`src/ddr_macros.svh`:
```
`ifndef DDR_MACROS_SVH
`define DDR_MACROS_SVH

// scl stall lengths, counted in scl cycles
`define DDR_RESTART_STALL 5'd10 // ahead of the restart pattern
`define DDR_EXIT_STALL    5'd16 // ahead of the exit pattern

// 7-bit target address = base + device index
`define DDR_ADDR_BASE 7'd8

// bit counts inside the crc value where the stall request goes out
`define DDR_STALL_BIT_LO 6'd11
`define DDR_STALL_BIT_HI 6'd12

// register file
`define DDR_REGF_AW   12
`define DDR_IMM_ADDR  12'd20   // first immediate data byte
`define DDR_WR_ADDR   12'd1    // first byte of a regular write
`define DDR_RD_ADDR   12'd10   // first byte of a regular read
`define DDR_LAST_ADDR 12'd1000 // parked here once the last byte is done

`endif

```
`src/ddr_proto_pkg.sv`:
```
`default_nettype none

package ddr_proto_pkg;

	// one hdr-ddr frame, command word through restart/exit
	typedef enum logic [4:0] {
		st_idle         = 5'd0,
		st_cmd_pre      = 5'd1,  // command preamble
		st_seven_zeros  = 5'd2,
		st_address      = 5'd3,
		st_parity       = 5'd4,  // command or data parity
		st_ack_pre      = 5'd5,  // controller preamble ahead of the ack
		st_ack_wait     = 5'd6,
		st_first_byte   = 5'd7,
		st_second_byte  = 5'd8,
		st_data_pre     = 5'd9,  // preamble after a data word
		st_abort_bit    = 5'd10,
		st_crc_pre1     = 5'd11,
		st_crc_pre2     = 5'd12,
		st_token        = 5'd13,
		st_crc_value    = 5'd14,
		st_error        = 5'd15,
		st_restart      = 5'd16,
		st_exit         = 5'd17,
		st_rnw_bit      = 5'd18,
		st_zero_pad     = 5'd19  // dummy byte for an odd byte count
	} frame_state_t;

	// serializer modes
	typedef enum logic [3:0] {
		tx_seven_zeros = 4'd0,
		tx_address     = 4'd1,
		tx_special_pre = 4'd2, // 01 preamble
		tx_one_pre     = 4'd3,
		tx_zero_pre    = 4'd4,
		tx_byte        = 4'd5,
		tx_parity      = 4'd6,
		tx_crc_value   = 4'd7,
		tx_token_crc   = 4'd8,
		tx_restart     = 4'd9,
		tx_exit        = 4'd10
	} tx_mode_t;

	// deserializer modes, gaps are codes the phy no longer uses
	typedef enum logic [3:0] {
		rx_preamble = 4'd0,
		rx_byte     = 4'd3,
		rx_token    = 4'd4,
		rx_parity   = 4'd5,
		rx_crc      = 4'd6,
		rx_error    = 4'd7  // wait out the bus after a failure
	} rx_mode_t;

	// codes reported to the register file
	typedef enum logic [3:0] {
		err_success     = 4'd0,
		err_crc         = 4'd1,
		err_parity      = 4'd2,
		err_frame       = 4'd3,
		err_nack        = 4'd5,
		err_short_read  = 4'd7,
		err_bus_aborted = 4'd9
	} err_type_t;

	typedef struct packed {
		frame_state_t state;
		logic         ack_ready;   // ack wait has run one cycle
		logic         data_parity; // next parity belongs to data
	} engine_status_t;

endpackage

`default_nettype wire

```
`src/ddr_regf_pkg.sv`:
```
`default_nettype none

`include "ddr_macros.svh"

package ddr_regf_pkg;

	// transfer settings, held stable by the register file for a whole frame
	typedef struct packed {
		logic       toc;        // 0 restart, 1 exit
		logic [4:0] dev_index;
		logic       short_read; // 1 makes a short read an error
		logic       rnw;        // 0 write, 1 read
		logic [2:0] cmd_attr;   // bit 0 set for immediate transfer
		logic [2:0] dtt;        // data byte count
	} xfer_req_t;

	// register file access
	typedef struct packed {
		logic                    wr_en;
		logic                    rd_en;
		logic [`DDR_REGF_AW-1:0] addr;
	} regf_port_t;

endpackage

`default_nettype wire

```
`src/ddr_frame_fsm.sv`:
```
`timescale 1ns/1ns
`default_nettype none

module ddr_frame_fsm (
	input  wire                           i_sys_clk,
	input  wire                           i_sys_rst,
	input  wire                           i_engine_en,
	input  wire                           i_tx_mode_done,
	input  wire                           i_rx_mode_done,
	input  wire                           i_rx_pre,
	input  wire                           i_rx_error,
	input  wire                           i_frmcnt_last,
	input  wire ddr_regf_pkg::xfer_req_t  i_xfer,
	output ddr_proto_pkg::engine_status_t o_status,
	output ddr_proto_pkg::err_type_t      o_regf_error_type,
	output logic                          o_regf_abort
);

	ddr_proto_pkg::frame_state_t state_q;
	ddr_proto_pkg::frame_state_t state_d;
	logic ack_ready_q;
	logic data_parity_q;
	logic any_done; // each state moves on its own done pulse
	logic rnw;
	ddr_proto_pkg::frame_state_t close_st; // restart or exit per toc

	assign any_done = i_tx_mode_done | i_rx_mode_done;
	assign rnw      = i_xfer.rnw;
	assign close_st = i_xfer.toc ? ddr_proto_pkg::st_exit : ddr_proto_pkg::st_restart;

	always_comb
	begin
		state_d = state_q; // hold until the awaited pulse
		case (state_q)
			ddr_proto_pkg::st_idle:
				if (i_engine_en)
					state_d = ddr_proto_pkg::st_cmd_pre;
			ddr_proto_pkg::st_cmd_pre:
				if (i_tx_mode_done)
					state_d = ddr_proto_pkg::st_rnw_bit;
			ddr_proto_pkg::st_rnw_bit:
				if (i_tx_mode_done)
					state_d = ddr_proto_pkg::st_seven_zeros;
			ddr_proto_pkg::st_seven_zeros:
				if (i_tx_mode_done)
					state_d = ddr_proto_pkg::st_address;
			ddr_proto_pkg::st_address:
				if (i_tx_mode_done)
					state_d = ddr_proto_pkg::st_parity;
			ddr_proto_pkg::st_parity:
				if (any_done)
				begin
					if (!data_parity_q)
						state_d = ddr_proto_pkg::st_ack_pre; // command parity done
					else if (rnw)
						state_d = i_rx_error ? ddr_proto_pkg::st_error : ddr_proto_pkg::st_data_pre;
					else
						state_d = i_frmcnt_last ? ddr_proto_pkg::st_crc_pre1 : ddr_proto_pkg::st_data_pre;
				end
			ddr_proto_pkg::st_ack_pre:
				if (i_tx_mode_done)
					state_d = ddr_proto_pkg::st_ack_wait;
			ddr_proto_pkg::st_ack_wait:
				if (i_rx_mode_done) // pre 1 is a nack
					state_d = i_rx_pre ? ddr_proto_pkg::st_error : ddr_proto_pkg::st_first_byte;
			ddr_proto_pkg::st_first_byte:
				if (any_done)
					state_d = i_frmcnt_last ? ddr_proto_pkg::st_zero_pad : ddr_proto_pkg::st_second_byte;
			ddr_proto_pkg::st_second_byte, ddr_proto_pkg::st_zero_pad:
				if (any_done)
					state_d = ddr_proto_pkg::st_parity;
			ddr_proto_pkg::st_data_pre:
				if (any_done)
				begin
					if (!rnw)
						state_d = ddr_proto_pkg::st_abort_bit;
					else if (i_rx_pre) // target has more data
						state_d = ddr_proto_pkg::st_abort_bit;
					else if (!i_frmcnt_last && i_xfer.short_read)
						state_d = ddr_proto_pkg::st_error;
					else
						state_d = ddr_proto_pkg::st_crc_pre2; // target ended the read
				end
			ddr_proto_pkg::st_abort_bit:
				if (any_done)
				begin
					if (!rnw) // target aborts a write by driving 0
						state_d = i_rx_pre ? ddr_proto_pkg::st_first_byte : ddr_proto_pkg::st_error;
					else // controller aborts the read once all bytes are in
						state_d = i_frmcnt_last ? ddr_proto_pkg::st_error : ddr_proto_pkg::st_first_byte;
				end
			ddr_proto_pkg::st_crc_pre1:
				if (any_done)
					state_d = ddr_proto_pkg::st_crc_pre2;
			ddr_proto_pkg::st_crc_pre2:
				if (any_done)
					state_d = (rnw && !i_rx_pre) ? ddr_proto_pkg::st_error : ddr_proto_pkg::st_token;
			ddr_proto_pkg::st_token:
				if (any_done)
					state_d = (rnw && i_rx_error) ? ddr_proto_pkg::st_error : ddr_proto_pkg::st_crc_value;
			ddr_proto_pkg::st_crc_value:
				if (any_done)
					state_d = (rnw && i_rx_error) ? ddr_proto_pkg::st_error : close_st;
			ddr_proto_pkg::st_error:
				if (i_rx_mode_done)
					state_d = close_st;
			ddr_proto_pkg::st_restart, ddr_proto_pkg::st_exit:
				if (i_tx_mode_done)
					state_d = ddr_proto_pkg::st_idle;
			default:
				state_d = ddr_proto_pkg::st_idle;
		endcase
	end

	always_ff @(posedge i_sys_clk or negedge i_sys_rst)
	begin
		if (!i_sys_rst)
		begin
			state_q       <= ddr_proto_pkg::st_idle;
			ack_ready_q   <= 1'b0;
			data_parity_q <= 1'b0;
		end
		else
		begin
			state_q     <= state_d;
			ack_ready_q <= (state_q == ddr_proto_pkg::st_ack_wait) &&
				(state_d == ddr_proto_pkg::st_ack_wait); // high from the 2nd ack cycle
			if (state_q == ddr_proto_pkg::st_idle || state_q == ddr_proto_pkg::st_address)
				data_parity_q <= 1'b0; // command parity comes next
			else if (state_q == ddr_proto_pkg::st_second_byte ||
				state_q == ddr_proto_pkg::st_zero_pad)
				data_parity_q <= 1'b1;
		end
	end

	// error classes follow the branches into st_error
	always_comb
	begin
		o_regf_error_type = ddr_proto_pkg::err_success;
		o_regf_abort      = 1'b0;
		case (state_q)
			ddr_proto_pkg::st_parity:
				if (rnw && data_parity_q && i_rx_mode_done && i_rx_error)
					o_regf_error_type = ddr_proto_pkg::err_parity;
			ddr_proto_pkg::st_ack_wait:
				if (i_rx_mode_done && i_rx_pre)
					o_regf_error_type = ddr_proto_pkg::err_nack;
			ddr_proto_pkg::st_data_pre:
				if (rnw && i_rx_mode_done && !i_rx_pre && !i_frmcnt_last && i_xfer.short_read)
					o_regf_error_type = ddr_proto_pkg::err_short_read;
			ddr_proto_pkg::st_abort_bit:
				if (!rnw && i_rx_mode_done && !i_rx_pre)
				begin
					o_regf_error_type = ddr_proto_pkg::err_bus_aborted;
					o_regf_abort      = 1'b1; // target gave up mid write
				end
				else if (rnw && i_tx_mode_done && i_frmcnt_last)
					o_regf_error_type = ddr_proto_pkg::err_bus_aborted;
			ddr_proto_pkg::st_crc_pre2:
				if (rnw && i_rx_mode_done && !i_rx_pre)
					o_regf_error_type = ddr_proto_pkg::err_frame; // crc preamble read as 00
			ddr_proto_pkg::st_token:
				if (rnw && i_rx_mode_done && i_rx_error)
					o_regf_error_type = ddr_proto_pkg::err_frame;
			ddr_proto_pkg::st_crc_value:
				if (rnw && i_rx_mode_done && i_rx_error)
					o_regf_error_type = ddr_proto_pkg::err_crc;
			default:
				o_regf_error_type = ddr_proto_pkg::err_success;
		endcase
	end

	assign o_status.state       = state_q;
	assign o_status.ack_ready   = ack_ready_q;
	assign o_status.data_parity = data_parity_q;

	a_state_legal: assert property (@(posedge i_sys_clk) disable iff (!i_sys_rst)
		state_q inside {[ddr_proto_pkg::st_idle:ddr_proto_pkg::st_zero_pad]});

	// phy runs one direction at a time, so done pulses never coincide
	a_done_excl: assert property (@(posedge i_sys_clk) disable iff (!i_sys_rst)
		!(i_tx_mode_done && i_rx_mode_done));

endmodule

`default_nettype wire

```
`src/ddr_lane_ctrl.sv`:
```
`timescale 1ns/1ns
`default_nettype none

`include "ddr_macros.svh"

module ddr_lane_ctrl (
	input  wire ddr_proto_pkg::engine_status_t i_status,
	input  wire ddr_regf_pkg::xfer_req_t       i_xfer,
	input  wire                                i_tx_mode_done,
	input  wire                                i_rx_mode_done,
	input  wire                                i_rx_pre,
	input  wire                                i_rx_error,
	input  wire                                i_frmcnt_last,
	input  wire [5:0]                          i_bitcnt,
	output logic                               o_tx_en,
	output ddr_proto_pkg::tx_mode_t            o_tx_mode,
	output logic                               o_rx_en,
	output ddr_proto_pkg::rx_mode_t            o_rx_mode,
	output logic                               o_frmcnt_en,
	output logic                               o_bitcnt_en,
	output logic                               o_bitcnt_rst,
	output logic [7:0]                         o_tx_special_data,
	output logic                               o_sclstall_en,
	output logic [4:0]                         o_sclstall_no_of_cycles
);

	logic       rnw;
	logic [6:0] target_addr;
	logic       stall_bit;    // bit counts where the crc stall goes out
	logic [4:0] close_stall;  // length ahead of the closing pattern

	assign rnw         = i_xfer.rnw;
	assign target_addr = `DDR_ADDR_BASE + {2'b00, i_xfer.dev_index};
	assign stall_bit   = (i_bitcnt == `DDR_STALL_BIT_LO) || (i_bitcnt == `DDR_STALL_BIT_HI);
	assign close_stall = i_xfer.toc ? `DDR_EXIT_STALL : `DDR_RESTART_STALL;

	always_comb
	begin
		o_tx_en                 = 1'b0;
		o_rx_en                 = 1'b0;
		o_tx_mode               = ddr_proto_pkg::tx_special_pre;
		o_rx_mode               = ddr_proto_pkg::rx_preamble;
		o_frmcnt_en             = 1'b1;
		o_bitcnt_en             = 1'b1;
		o_bitcnt_rst            = 1'b0;
		o_tx_special_data       = 8'd0;
		o_sclstall_en           = 1'b0;
		o_sclstall_no_of_cycles = 5'd0;
		case (i_status.state)
			ddr_proto_pkg::st_idle:
			begin
				o_frmcnt_en = 1'b0;
				o_bitcnt_en = 1'b0;
			end
			ddr_proto_pkg::st_cmd_pre:
			begin
				o_tx_en     = 1'b1;
				o_frmcnt_en = 1'b0; // command word is not a data frame
			end
			ddr_proto_pkg::st_rnw_bit:
			begin
				o_tx_en     = 1'b1;
				o_tx_mode   = rnw ? ddr_proto_pkg::tx_one_pre : ddr_proto_pkg::tx_zero_pre;
				o_frmcnt_en = 1'b0;
			end
			ddr_proto_pkg::st_seven_zeros:
			begin
				o_tx_en     = 1'b1;
				o_tx_mode   = ddr_proto_pkg::tx_seven_zeros;
				o_frmcnt_en = 1'b0;
			end
			ddr_proto_pkg::st_address:
			begin
				o_tx_en           = 1'b1;
				o_tx_mode         = ddr_proto_pkg::tx_address;
				o_tx_special_data = {1'b0, target_addr};
			end
			ddr_proto_pkg::st_parity:
				if (rnw && i_status.data_parity)
				begin
					o_rx_en   = 1'b1; // target sends parity of read data
					o_rx_mode = ddr_proto_pkg::rx_parity;
				end
				else
				begin
					o_tx_en   = 1'b1;
					o_tx_mode = ddr_proto_pkg::tx_parity;
				end
			ddr_proto_pkg::st_ack_pre:
			begin
				o_tx_en   = 1'b1;
				o_tx_mode = ddr_proto_pkg::tx_one_pre;
			end
			ddr_proto_pkg::st_ack_wait:
			begin
				o_rx_en      = i_status.ack_ready; // one idle cycle for the bus turnaround
				o_bitcnt_rst = i_rx_mode_done && !i_rx_pre; // ack seen, data starts at bit 0
			end
			ddr_proto_pkg::st_first_byte, ddr_proto_pkg::st_second_byte,
			ddr_proto_pkg::st_zero_pad:
			begin
				o_tx_en   = !rnw;
				o_rx_en   = rnw;
				o_tx_mode = ddr_proto_pkg::tx_byte;
				o_rx_mode = ddr_proto_pkg::rx_byte;
			end
			ddr_proto_pkg::st_data_pre, ddr_proto_pkg::st_crc_pre2:
			begin
				o_tx_en   = !rnw;
				o_rx_en   = rnw;
				o_tx_mode = ddr_proto_pkg::tx_one_pre;
			end
			ddr_proto_pkg::st_abort_bit:
			begin
				o_tx_en   = rnw; // on a read the controller drives the abort bit
				o_rx_en   = !rnw;
				o_tx_mode = i_frmcnt_last ? ddr_proto_pkg::tx_zero_pre : ddr_proto_pkg::tx_one_pre;
			end
			ddr_proto_pkg::st_crc_pre1:
			begin
				o_tx_en   = 1'b1;
				o_tx_mode = ddr_proto_pkg::tx_zero_pre;
			end
			ddr_proto_pkg::st_token:
			begin
				o_tx_en   = !rnw;
				o_rx_en   = rnw;
				o_tx_mode = ddr_proto_pkg::tx_token_crc;
				o_rx_mode = ddr_proto_pkg::rx_token;
			end
			ddr_proto_pkg::st_crc_value:
			begin
				o_tx_en   = !rnw;
				o_rx_en   = rnw;
				o_tx_mode = ddr_proto_pkg::tx_crc_value;
				o_rx_mode = ddr_proto_pkg::rx_crc;
				if (stall_bit && !(rnw && i_rx_error)) // no stall on a bad read crc
				begin
					o_sclstall_en           = 1'b1;
					o_sclstall_no_of_cycles = close_stall;
				end
			end
			ddr_proto_pkg::st_error:
			begin
				o_rx_en      = 1'b1;
				o_rx_mode    = ddr_proto_pkg::rx_error;
				o_bitcnt_rst = 1'b1;
			end
			ddr_proto_pkg::st_restart, ddr_proto_pkg::st_exit:
			begin
				o_tx_en   = 1'b1;
				o_tx_mode = (i_status.state == ddr_proto_pkg::st_exit) ?
					ddr_proto_pkg::tx_exit : ddr_proto_pkg::tx_restart;
				o_sclstall_en           = !i_tx_mode_done; // released with the pattern done
				o_sclstall_no_of_cycles = close_stall;
			end
			default:
				o_bitcnt_en = 1'b0;
		endcase
	end

	// one lane direction at a time
	always_comb
	begin
		a_lane_excl: assert #0 (!(o_tx_en && o_rx_en));
	end

endmodule

`default_nettype wire

```
`src/ddr_regf_port.sv`:
```
`timescale 1ns/1ns
`default_nettype none

`include "ddr_macros.svh"

module ddr_regf_port (
	input  wire                                i_sys_clk,
	input  wire                                i_sys_rst,
	input  wire ddr_proto_pkg::engine_status_t i_status,
	input  wire ddr_regf_pkg::xfer_req_t       i_xfer,
	input  wire                                i_tx_mode_done,
	input  wire                                i_rx_mode_done,
	input  wire                                i_rx_pre,
	input  wire                                i_frmcnt_last,
	output ddr_regf_pkg::regf_port_t           o_regf
);

	logic                    in_data;    // a real data byte is on the bus
	logic                    ack_ok;     // ack done without nack
	logic [`DDR_REGF_AW-1:0] start_addr;
	logic [`DDR_REGF_AW-1:0] addr_q;

	assign in_data = (i_status.state == ddr_proto_pkg::st_first_byte) ||
		(i_status.state == ddr_proto_pkg::st_second_byte);
	assign ack_ok  = (i_status.state == ddr_proto_pkg::st_ack_wait) && i_rx_mode_done && !i_rx_pre;

	// reads start at one fixed block, writes pick immediate or regular
	always_comb
	begin
		if (i_xfer.rnw)
			start_addr = `DDR_RD_ADDR;
		else if (i_xfer.cmd_attr[0])
			start_addr = `DDR_IMM_ADDR;
		else
			start_addr = `DDR_WR_ADDR;
	end

	always_ff @(posedge i_sys_clk or negedge i_sys_rst)
	begin
		if (!i_sys_rst)
			addr_q <= '0;
		else if (ack_ok)
			addr_q <= start_addr;
		else if (in_data && (i_tx_mode_done || i_rx_mode_done))
			addr_q <= i_frmcnt_last ? `DDR_LAST_ADDR : addr_q + 1'b1; // one step per byte
	end

	always_comb
	begin
		o_regf.rd_en = in_data && !i_xfer.rnw; // feeding the serializer
		o_regf.wr_en = in_data && i_xfer.rnw;  // storing deserialized bytes
		o_regf.addr  = addr_q;
	end

	a_regf_excl: assert property (@(posedge i_sys_clk) disable iff (!i_sys_rst)
		!(o_regf.rd_en && o_regf.wr_en));

endmodule

`default_nettype wire

```
`src/ddr_engine_top.sv`:
```
`timescale 1ns/1ns
`default_nettype none

`include "ddr_macros.svh"

module ddr_engine_top (
	input  wire                          i_sys_clk,
	input  wire                          i_sys_rst,
	input  wire                          i_engine_en,
	input  wire                          i_tx_mode_done,
	input  wire                          i_rx_mode_done,
	input  wire                          i_rx_pre,
	input  wire                          i_rx_error,
	input  wire                          i_frmcnt_last,
	input  wire ddr_regf_pkg::xfer_req_t i_xfer,
	input  wire [5:0]                    i_bitcnt,
	output logic                         o_tx_en,
	output ddr_proto_pkg::tx_mode_t      o_tx_mode,
	output logic                         o_rx_en,
	output ddr_proto_pkg::rx_mode_t      o_rx_mode,
	output logic                         o_frmcnt_en,
	output logic                         o_bitcnt_en,
	output logic                         o_bitcnt_rst,
	output logic [7:0]                   o_tx_special_data,
	output logic                         o_sclstall_en,
	output logic [4:0]                   o_sclstall_no_of_cycles,
	output logic                         o_regf_wr_en,
	output logic                         o_regf_rd_en,
	output logic [`DDR_REGF_AW-1:0]      o_regf_addr,
	output logic                         o_regf_abort,
	output ddr_proto_pkg::err_type_t     o_regf_error_type
);

	ddr_proto_pkg::engine_status_t status; // frame state and phase flags
	ddr_regf_pkg::regf_port_t      regf;

	ddr_frame_fsm u_fsm (
		.i_sys_clk         (i_sys_clk),
		.i_sys_rst         (i_sys_rst),
		.i_engine_en       (i_engine_en),
		.i_tx_mode_done    (i_tx_mode_done),
		.i_rx_mode_done    (i_rx_mode_done),
		.i_rx_pre          (i_rx_pre),
		.i_rx_error        (i_rx_error),
		.i_frmcnt_last     (i_frmcnt_last),
		.i_xfer            (i_xfer),
		.o_status          (status),
		.o_regf_error_type (o_regf_error_type),
		.o_regf_abort      (o_regf_abort)
	);

	ddr_lane_ctrl u_lane (
		.i_status                (status),
		.i_xfer                  (i_xfer),
		.i_tx_mode_done          (i_tx_mode_done),
		.i_rx_mode_done          (i_rx_mode_done),
		.i_rx_pre                (i_rx_pre),
		.i_rx_error              (i_rx_error),
		.i_frmcnt_last           (i_frmcnt_last),
		.i_bitcnt                (i_bitcnt),
		.o_tx_en                 (o_tx_en),
		.o_tx_mode               (o_tx_mode),
		.o_rx_en                 (o_rx_en),
		.o_rx_mode               (o_rx_mode),
		.o_frmcnt_en             (o_frmcnt_en),
		.o_bitcnt_en             (o_bitcnt_en),
		.o_bitcnt_rst            (o_bitcnt_rst),
		.o_tx_special_data       (o_tx_special_data),
		.o_sclstall_en           (o_sclstall_en),
		.o_sclstall_no_of_cycles (o_sclstall_no_of_cycles)
	);

	ddr_regf_port u_regf (
		.i_sys_clk      (i_sys_clk),
		.i_sys_rst      (i_sys_rst),
		.i_status       (status),
		.i_xfer         (i_xfer),
		.i_tx_mode_done (i_tx_mode_done),
		.i_rx_mode_done (i_rx_mode_done),
		.i_rx_pre       (i_rx_pre),
		.i_frmcnt_last  (i_frmcnt_last),
		.o_regf         (regf)
	);

	// flat register file pins
	assign o_regf_wr_en = regf.wr_en;
	assign o_regf_rd_en = regf.rd_en;
	assign o_regf_addr  = regf.addr;

endmodule

`default_nettype wire

```
`config.mk`:
```
export PLATFORM = sky130hd
export DESIGN_NAME = ddr_engine_top
export DESIGN_NICKNAME = d
export VERILOG_FILES = /design/src/ddr_proto_pkg.sv /design/src/ddr_regf_pkg.sv /design/src/ddr_frame_fsm.sv /design/src/ddr_lane_ctrl.sv /design/src/ddr_regf_port.sv /design/src/ddr_engine_top.sv
export VERILOG_INCLUDE_DIRS = /design/src
export SDC_FILE = /design/constraint.sdc
export NUM_CORES = 1
export LEC_CHECK = 0
export ABC_AREA = 0
export BUFFER_PORTS_ARGS = -buffer_cell sky130_fd_sc_hd__buf_2
export CAP_MARGIN = 20
export CORE_UTILIZATION = 35
export DETAILED_ROUTE_END_ITERATION = 10
export MAX_ROUTING_LAYER = met4
export PLACE_DENSITY = 0.61
export SYNTH_ARGS = -nofsm -noshare
export SYNTH_HDL_FRONTEND = slang
export SYNTH_SLANG_ARGS = --single-unit
```
`constraint.sdc`:
```
create_clock -name i_sys_clk -period 4.4 [get_ports i_sys_clk]
set_input_delay 0.22 -clock i_sys_clk [delete_from_list [all_inputs] [get_ports i_sys_clk]]
set_output_delay 0.22 -clock i_sys_clk [all_outputs]
set_load 0.01 [all_outputs]
```
==> results.txt <==
----------------------------------------------------
[Critical path]
  Worst Path Required ... 4.18 ns
  Arrival time of data at the critical path endpoint ... 2.77 ns
  Type of the setup path with the least slack ... flop to output port
  Crit-path max FO ... 30
  Worst Setup Start Kind ... flop
  Kind of capture point of the worst setup path ... output port

[Placement]
  Dpl hpwl ... 5600 um
  Post-placement cell count ... 450
  Port Buffers ... 63
  Gp weighted congestion ... 0.963
  Area post-placement ... 0.00261 sq mm

[Die]
  Initial Util ... 0.364
  Core Region ... 0.00639 sq mm
  I/O pin cnt ... 74
  Vertical die dimension ... 83.5 um
  Die X ... 83.5 um
  Total Die Area ... 0.00698 sq mm
  Core Rows ... 29

[STA]
  Aggregate negative setup slack ... 0 ns
  Post-route clock period utilization ... 0.679
  Unrepaired setup endpoints after global routing ... false
  Minimum clock period after layout ... 2.99 ns
  Post-Route Skew ... 0.00425 ns
  Number of endpoints with negative hold slack in the final report ... 0
  Transition time of the tightest slew-check pin ... 0.870 ns
  Final setup violation count ... 0
  Final slew viol count ... 0
  Fmax ... 335 MHz
  Hold WS ... 0.260 ns
  Worst rel slew slack ... 0.420

[Logic synthesis]
  Distinct cells, synth ... 62
  Share of Yosys cell area claimed by the top area cell type ... 0.204
  Leading post-synthesis cells by cell area ... sky130_fd_sc_hd__dfrtp_1 20%, sky130_fd_sc_hd__a21oi_1 6.7%, sky130_fd_sc_hd__o21ai_0 6.0%
  Synthesized instance count ... 336
  Warning count from the yosys run ... 0
  Async set-reset flop share out of synthesis ... 1.00
  Seq/Total Area, Yosys ... 0.204
  Total of flip-flops plus latches after synthesis ... 19
  Top post-synthesis cells by count ... 32 x sky130_fd_sc_hd__nor2_1, 31 x sky130_fd_sc_hd__a21oi_1, 30 x sky130_fd_sc_hd__nand2_1
  Count of flip-flops with a built-in enable after synthesis ... 0
  Leading register cell type out of synthesis ... sky130_fd_sc_hd__dfrtp_1
  Most repeated cell in the gate-level netlist after synthesis ... sky130_fd_sc_hd__nor2_1
  Per-instance average area after synthesis ... 6.93 sq um
  Leading area contributor after synthesis ... sky130_fd_sc_hd__dfrtp_1
  Post-Synthesis Cell Area ... 0.00233 sq mm

[Global routing]
  GRT Util Overall ... 0.228
  First-pass GRT wire length ... 12800 um
  Via count of the first global-routing pass ... 2501
  Leftover overflow at the end of global routing ... 0
  Number of antenna violations at the first check in global routing ... 0
  Maximum number of pins on one net before global-route repair ... 31

[CTS]
  CTS Sinks ... 19
  CTS H-Tree Depth ... 1
  Clock latency reported for the late side of the worst-skew pair ... 0.26 ns
  Root buffer cell ... sky130_fd_sc_hd__clkbuf_8
  Clk pin slew, worst setup/hold paths ... 0.07 ns
  Clock buffer count from CTS ... 3
  CTS tree ... yes
  Max Buffers Root-to-Sink ... 2
  Post-CTS setup-driven buffer insertion count ... 0

[Hold path]
  Type of the worst min-delay path ... primary input to flop

[Drt]
  Total wirelength of the detailed-routed design ... 7920 um
  DR vias ... 2829
  Ratio of routed vias to standard cells ... 6.22
  Detailed Routing Iterations Pass 1 ... 5
  Avg WL per Cell ... 17.4 um
  Detail Route Antenna Nets ... 0
  1st-iter DRT viols ... 170
  Residual DRC count ... 0

[Run status]
  Run status ... finished, final reports clean

[Layout]
  Count of nets after finishing ... 409
  Share of cells above drive strength 1 ... 0.214
  Antenna cell count ... 0
  Final Cell Area ... 0.00267 sq mm
  Post-synthesis to final-layout area growth ... 14.7%
  Final standard cell count with taps included and fillers excluded ... 455

[Power and ir drop]
  Fraction of power consumed by combinational cells ... 0.654
  Proportion of total power due to net switching ... 0.536
  Share of total power in the clock network ... 0.093
  Sequential group share of total power ... 0.253
  Internal power ... 0.623 mW
  Cell leakage power ... 1.11 nW
  Power per cell area ... 503 mW/mm^2
  NetSw ... 0.720 mW
  Worst vdd ir ... 0.000261 V

[Run]
  Count of maximum capacitance violations ... 0

----------------------------------------------------
-- layout by cell type (no fill, tap or decap), drive strengths merged, types with 4 or more instances in the layout --
cell | netlist | layout
buf | 22 | 67
nor2 | 32 | 32
a21oi | 31 | 31
nand2 | 30 | 30
o21ai | 28 | 28
dfrtp | 19 | 19
nand3 | 16 | 16
nor3 | 10 | 10
nor2b | 9 | 9
and2 | 9 | 9
o211ai | 9 | 9
nand2b | 7 | 7
inv | 7 | 7
a211oi | 7 | 7
nor4 | 7 | 7
and3 | 6 | 6
nand4 | 6 | 6
conb | 1 | 5
nor3b | 4 | 4
or2 | 4 | 4
o21a | 4 | 4
o31ai | 4 | 4
-- layer usage --
layer	vias to the layer above	GRT usage	part of all wire
met5	-	-	0
met3	9	0.0168	0.081
met1	1326	0.306	0.41
met2	158	0.372	0.49
met4	0	0.0601	0.011
li1	1336	-	-
-- worst max-delay path: stages (launching register included) --
cell and delay, ns:
sky130_fd_sc_hd__dfrtp_1 0.92, sky130_fd_sc_hd__nor3b_1 0.78, sky130_fd_sc_hd__and3_1 0.37, sky130_fd_sc_hd__nand2_1 0.07
sky130_fd_sc_hd__o21ai_0 0.09, sky130_fd_sc_hd__or3b_2 0.15, sky130_fd_sc_hd__buf_2 0.12
-- final timing paths --
kind	start	endpoint	slack [ns]	depth (start not counted)
worst max-delay path	u_fsm.state_q[2]	o_rx_mode[0]	1.41	6
worst min-delay path	i_xfer[3]	u_regf.addr_q[0]	0.26	3
worst max register to register	u_fsm.state_q[2]	u_regf.addr_q[9]	1.65	5
worst min register to register	u_regf.addr_q[9]	u_regf.addr_q[9]	0.56	1
max in group asynchronous	i_sys_rst	u_regf.addr_q[0]	3.65	2
min in group asynchronous	i_sys_rst	u_regf.addr_q[9]	0.43	2
-- state kept, by name, summed over array words and instances, names as in the netlist --
signal / cells
u_fsm.data_parity_q: 1
u_fsm.ack_ready_q: 1
u_regf.addr_q: 12
u_fsm.state_q: 5
-- through the flow --
step	power [mW]	utilization	setup WS, ns
2_1_floorplan	0.940	-	2.45
6_report	1.34	0.418	1.41
3_5_place_dp	1.20	0.409	1.70
3_3_place_gp	1.19	0.409	1.68
5_1_grt	1.45	0.418	1.18
4_1_cts	1.33	0.418	1.47
-- repair_timing --
item / 4_1_cts / 5_1_grt
gates resized for setup: 0 / 0
hold buffers: 1 / 0
endpoints found under the hold margin: 19 / 0
-- power by group through the flow --
stage | Sequential (mW) | Clock, mW | Combinational [mW]
detailed placement | 0.339 | 0 | 0.859
finish | 0.340 | 0.126 | 0.878
floorplan | 0.310 | 0 | 0.630
CTS | 0.336 | 0.130 | 0.864
global placement | 0.336 | 0 | 0.858
global route | 0.351 | 0.136 | 0.966
-- cells by family (layout without fill, tap and decap cells) --
logic type               count (synthesis)  after routing  share of synthesized area
flip-flops                              19             19                      0.204
buffers and inverters                   42             80                     0.0866
adder cells (fa/ha/maj)                  2              2                     0.0108
other                                    1              5                    0.00161
AO/OA/AOI/OAI                          113            113                      0.319
multiplexers                             4              4                     0.0177
AND/OR/NAND/NOR                        154            154                      0.356
XOR/XNOR                                 1              1                    0.00376
-- area by class of cell --
class                      instances  area (sq um)
clock buffer                       3          41.3
clock inverter                     1          5.00
fill                             704          3720
inverter                           8          30.0
multi-input combinational        279          1670
sequential                        19           475
tap                               77          96.3
timing repair buffer              68           355
(Power assumes the default switching activity.)
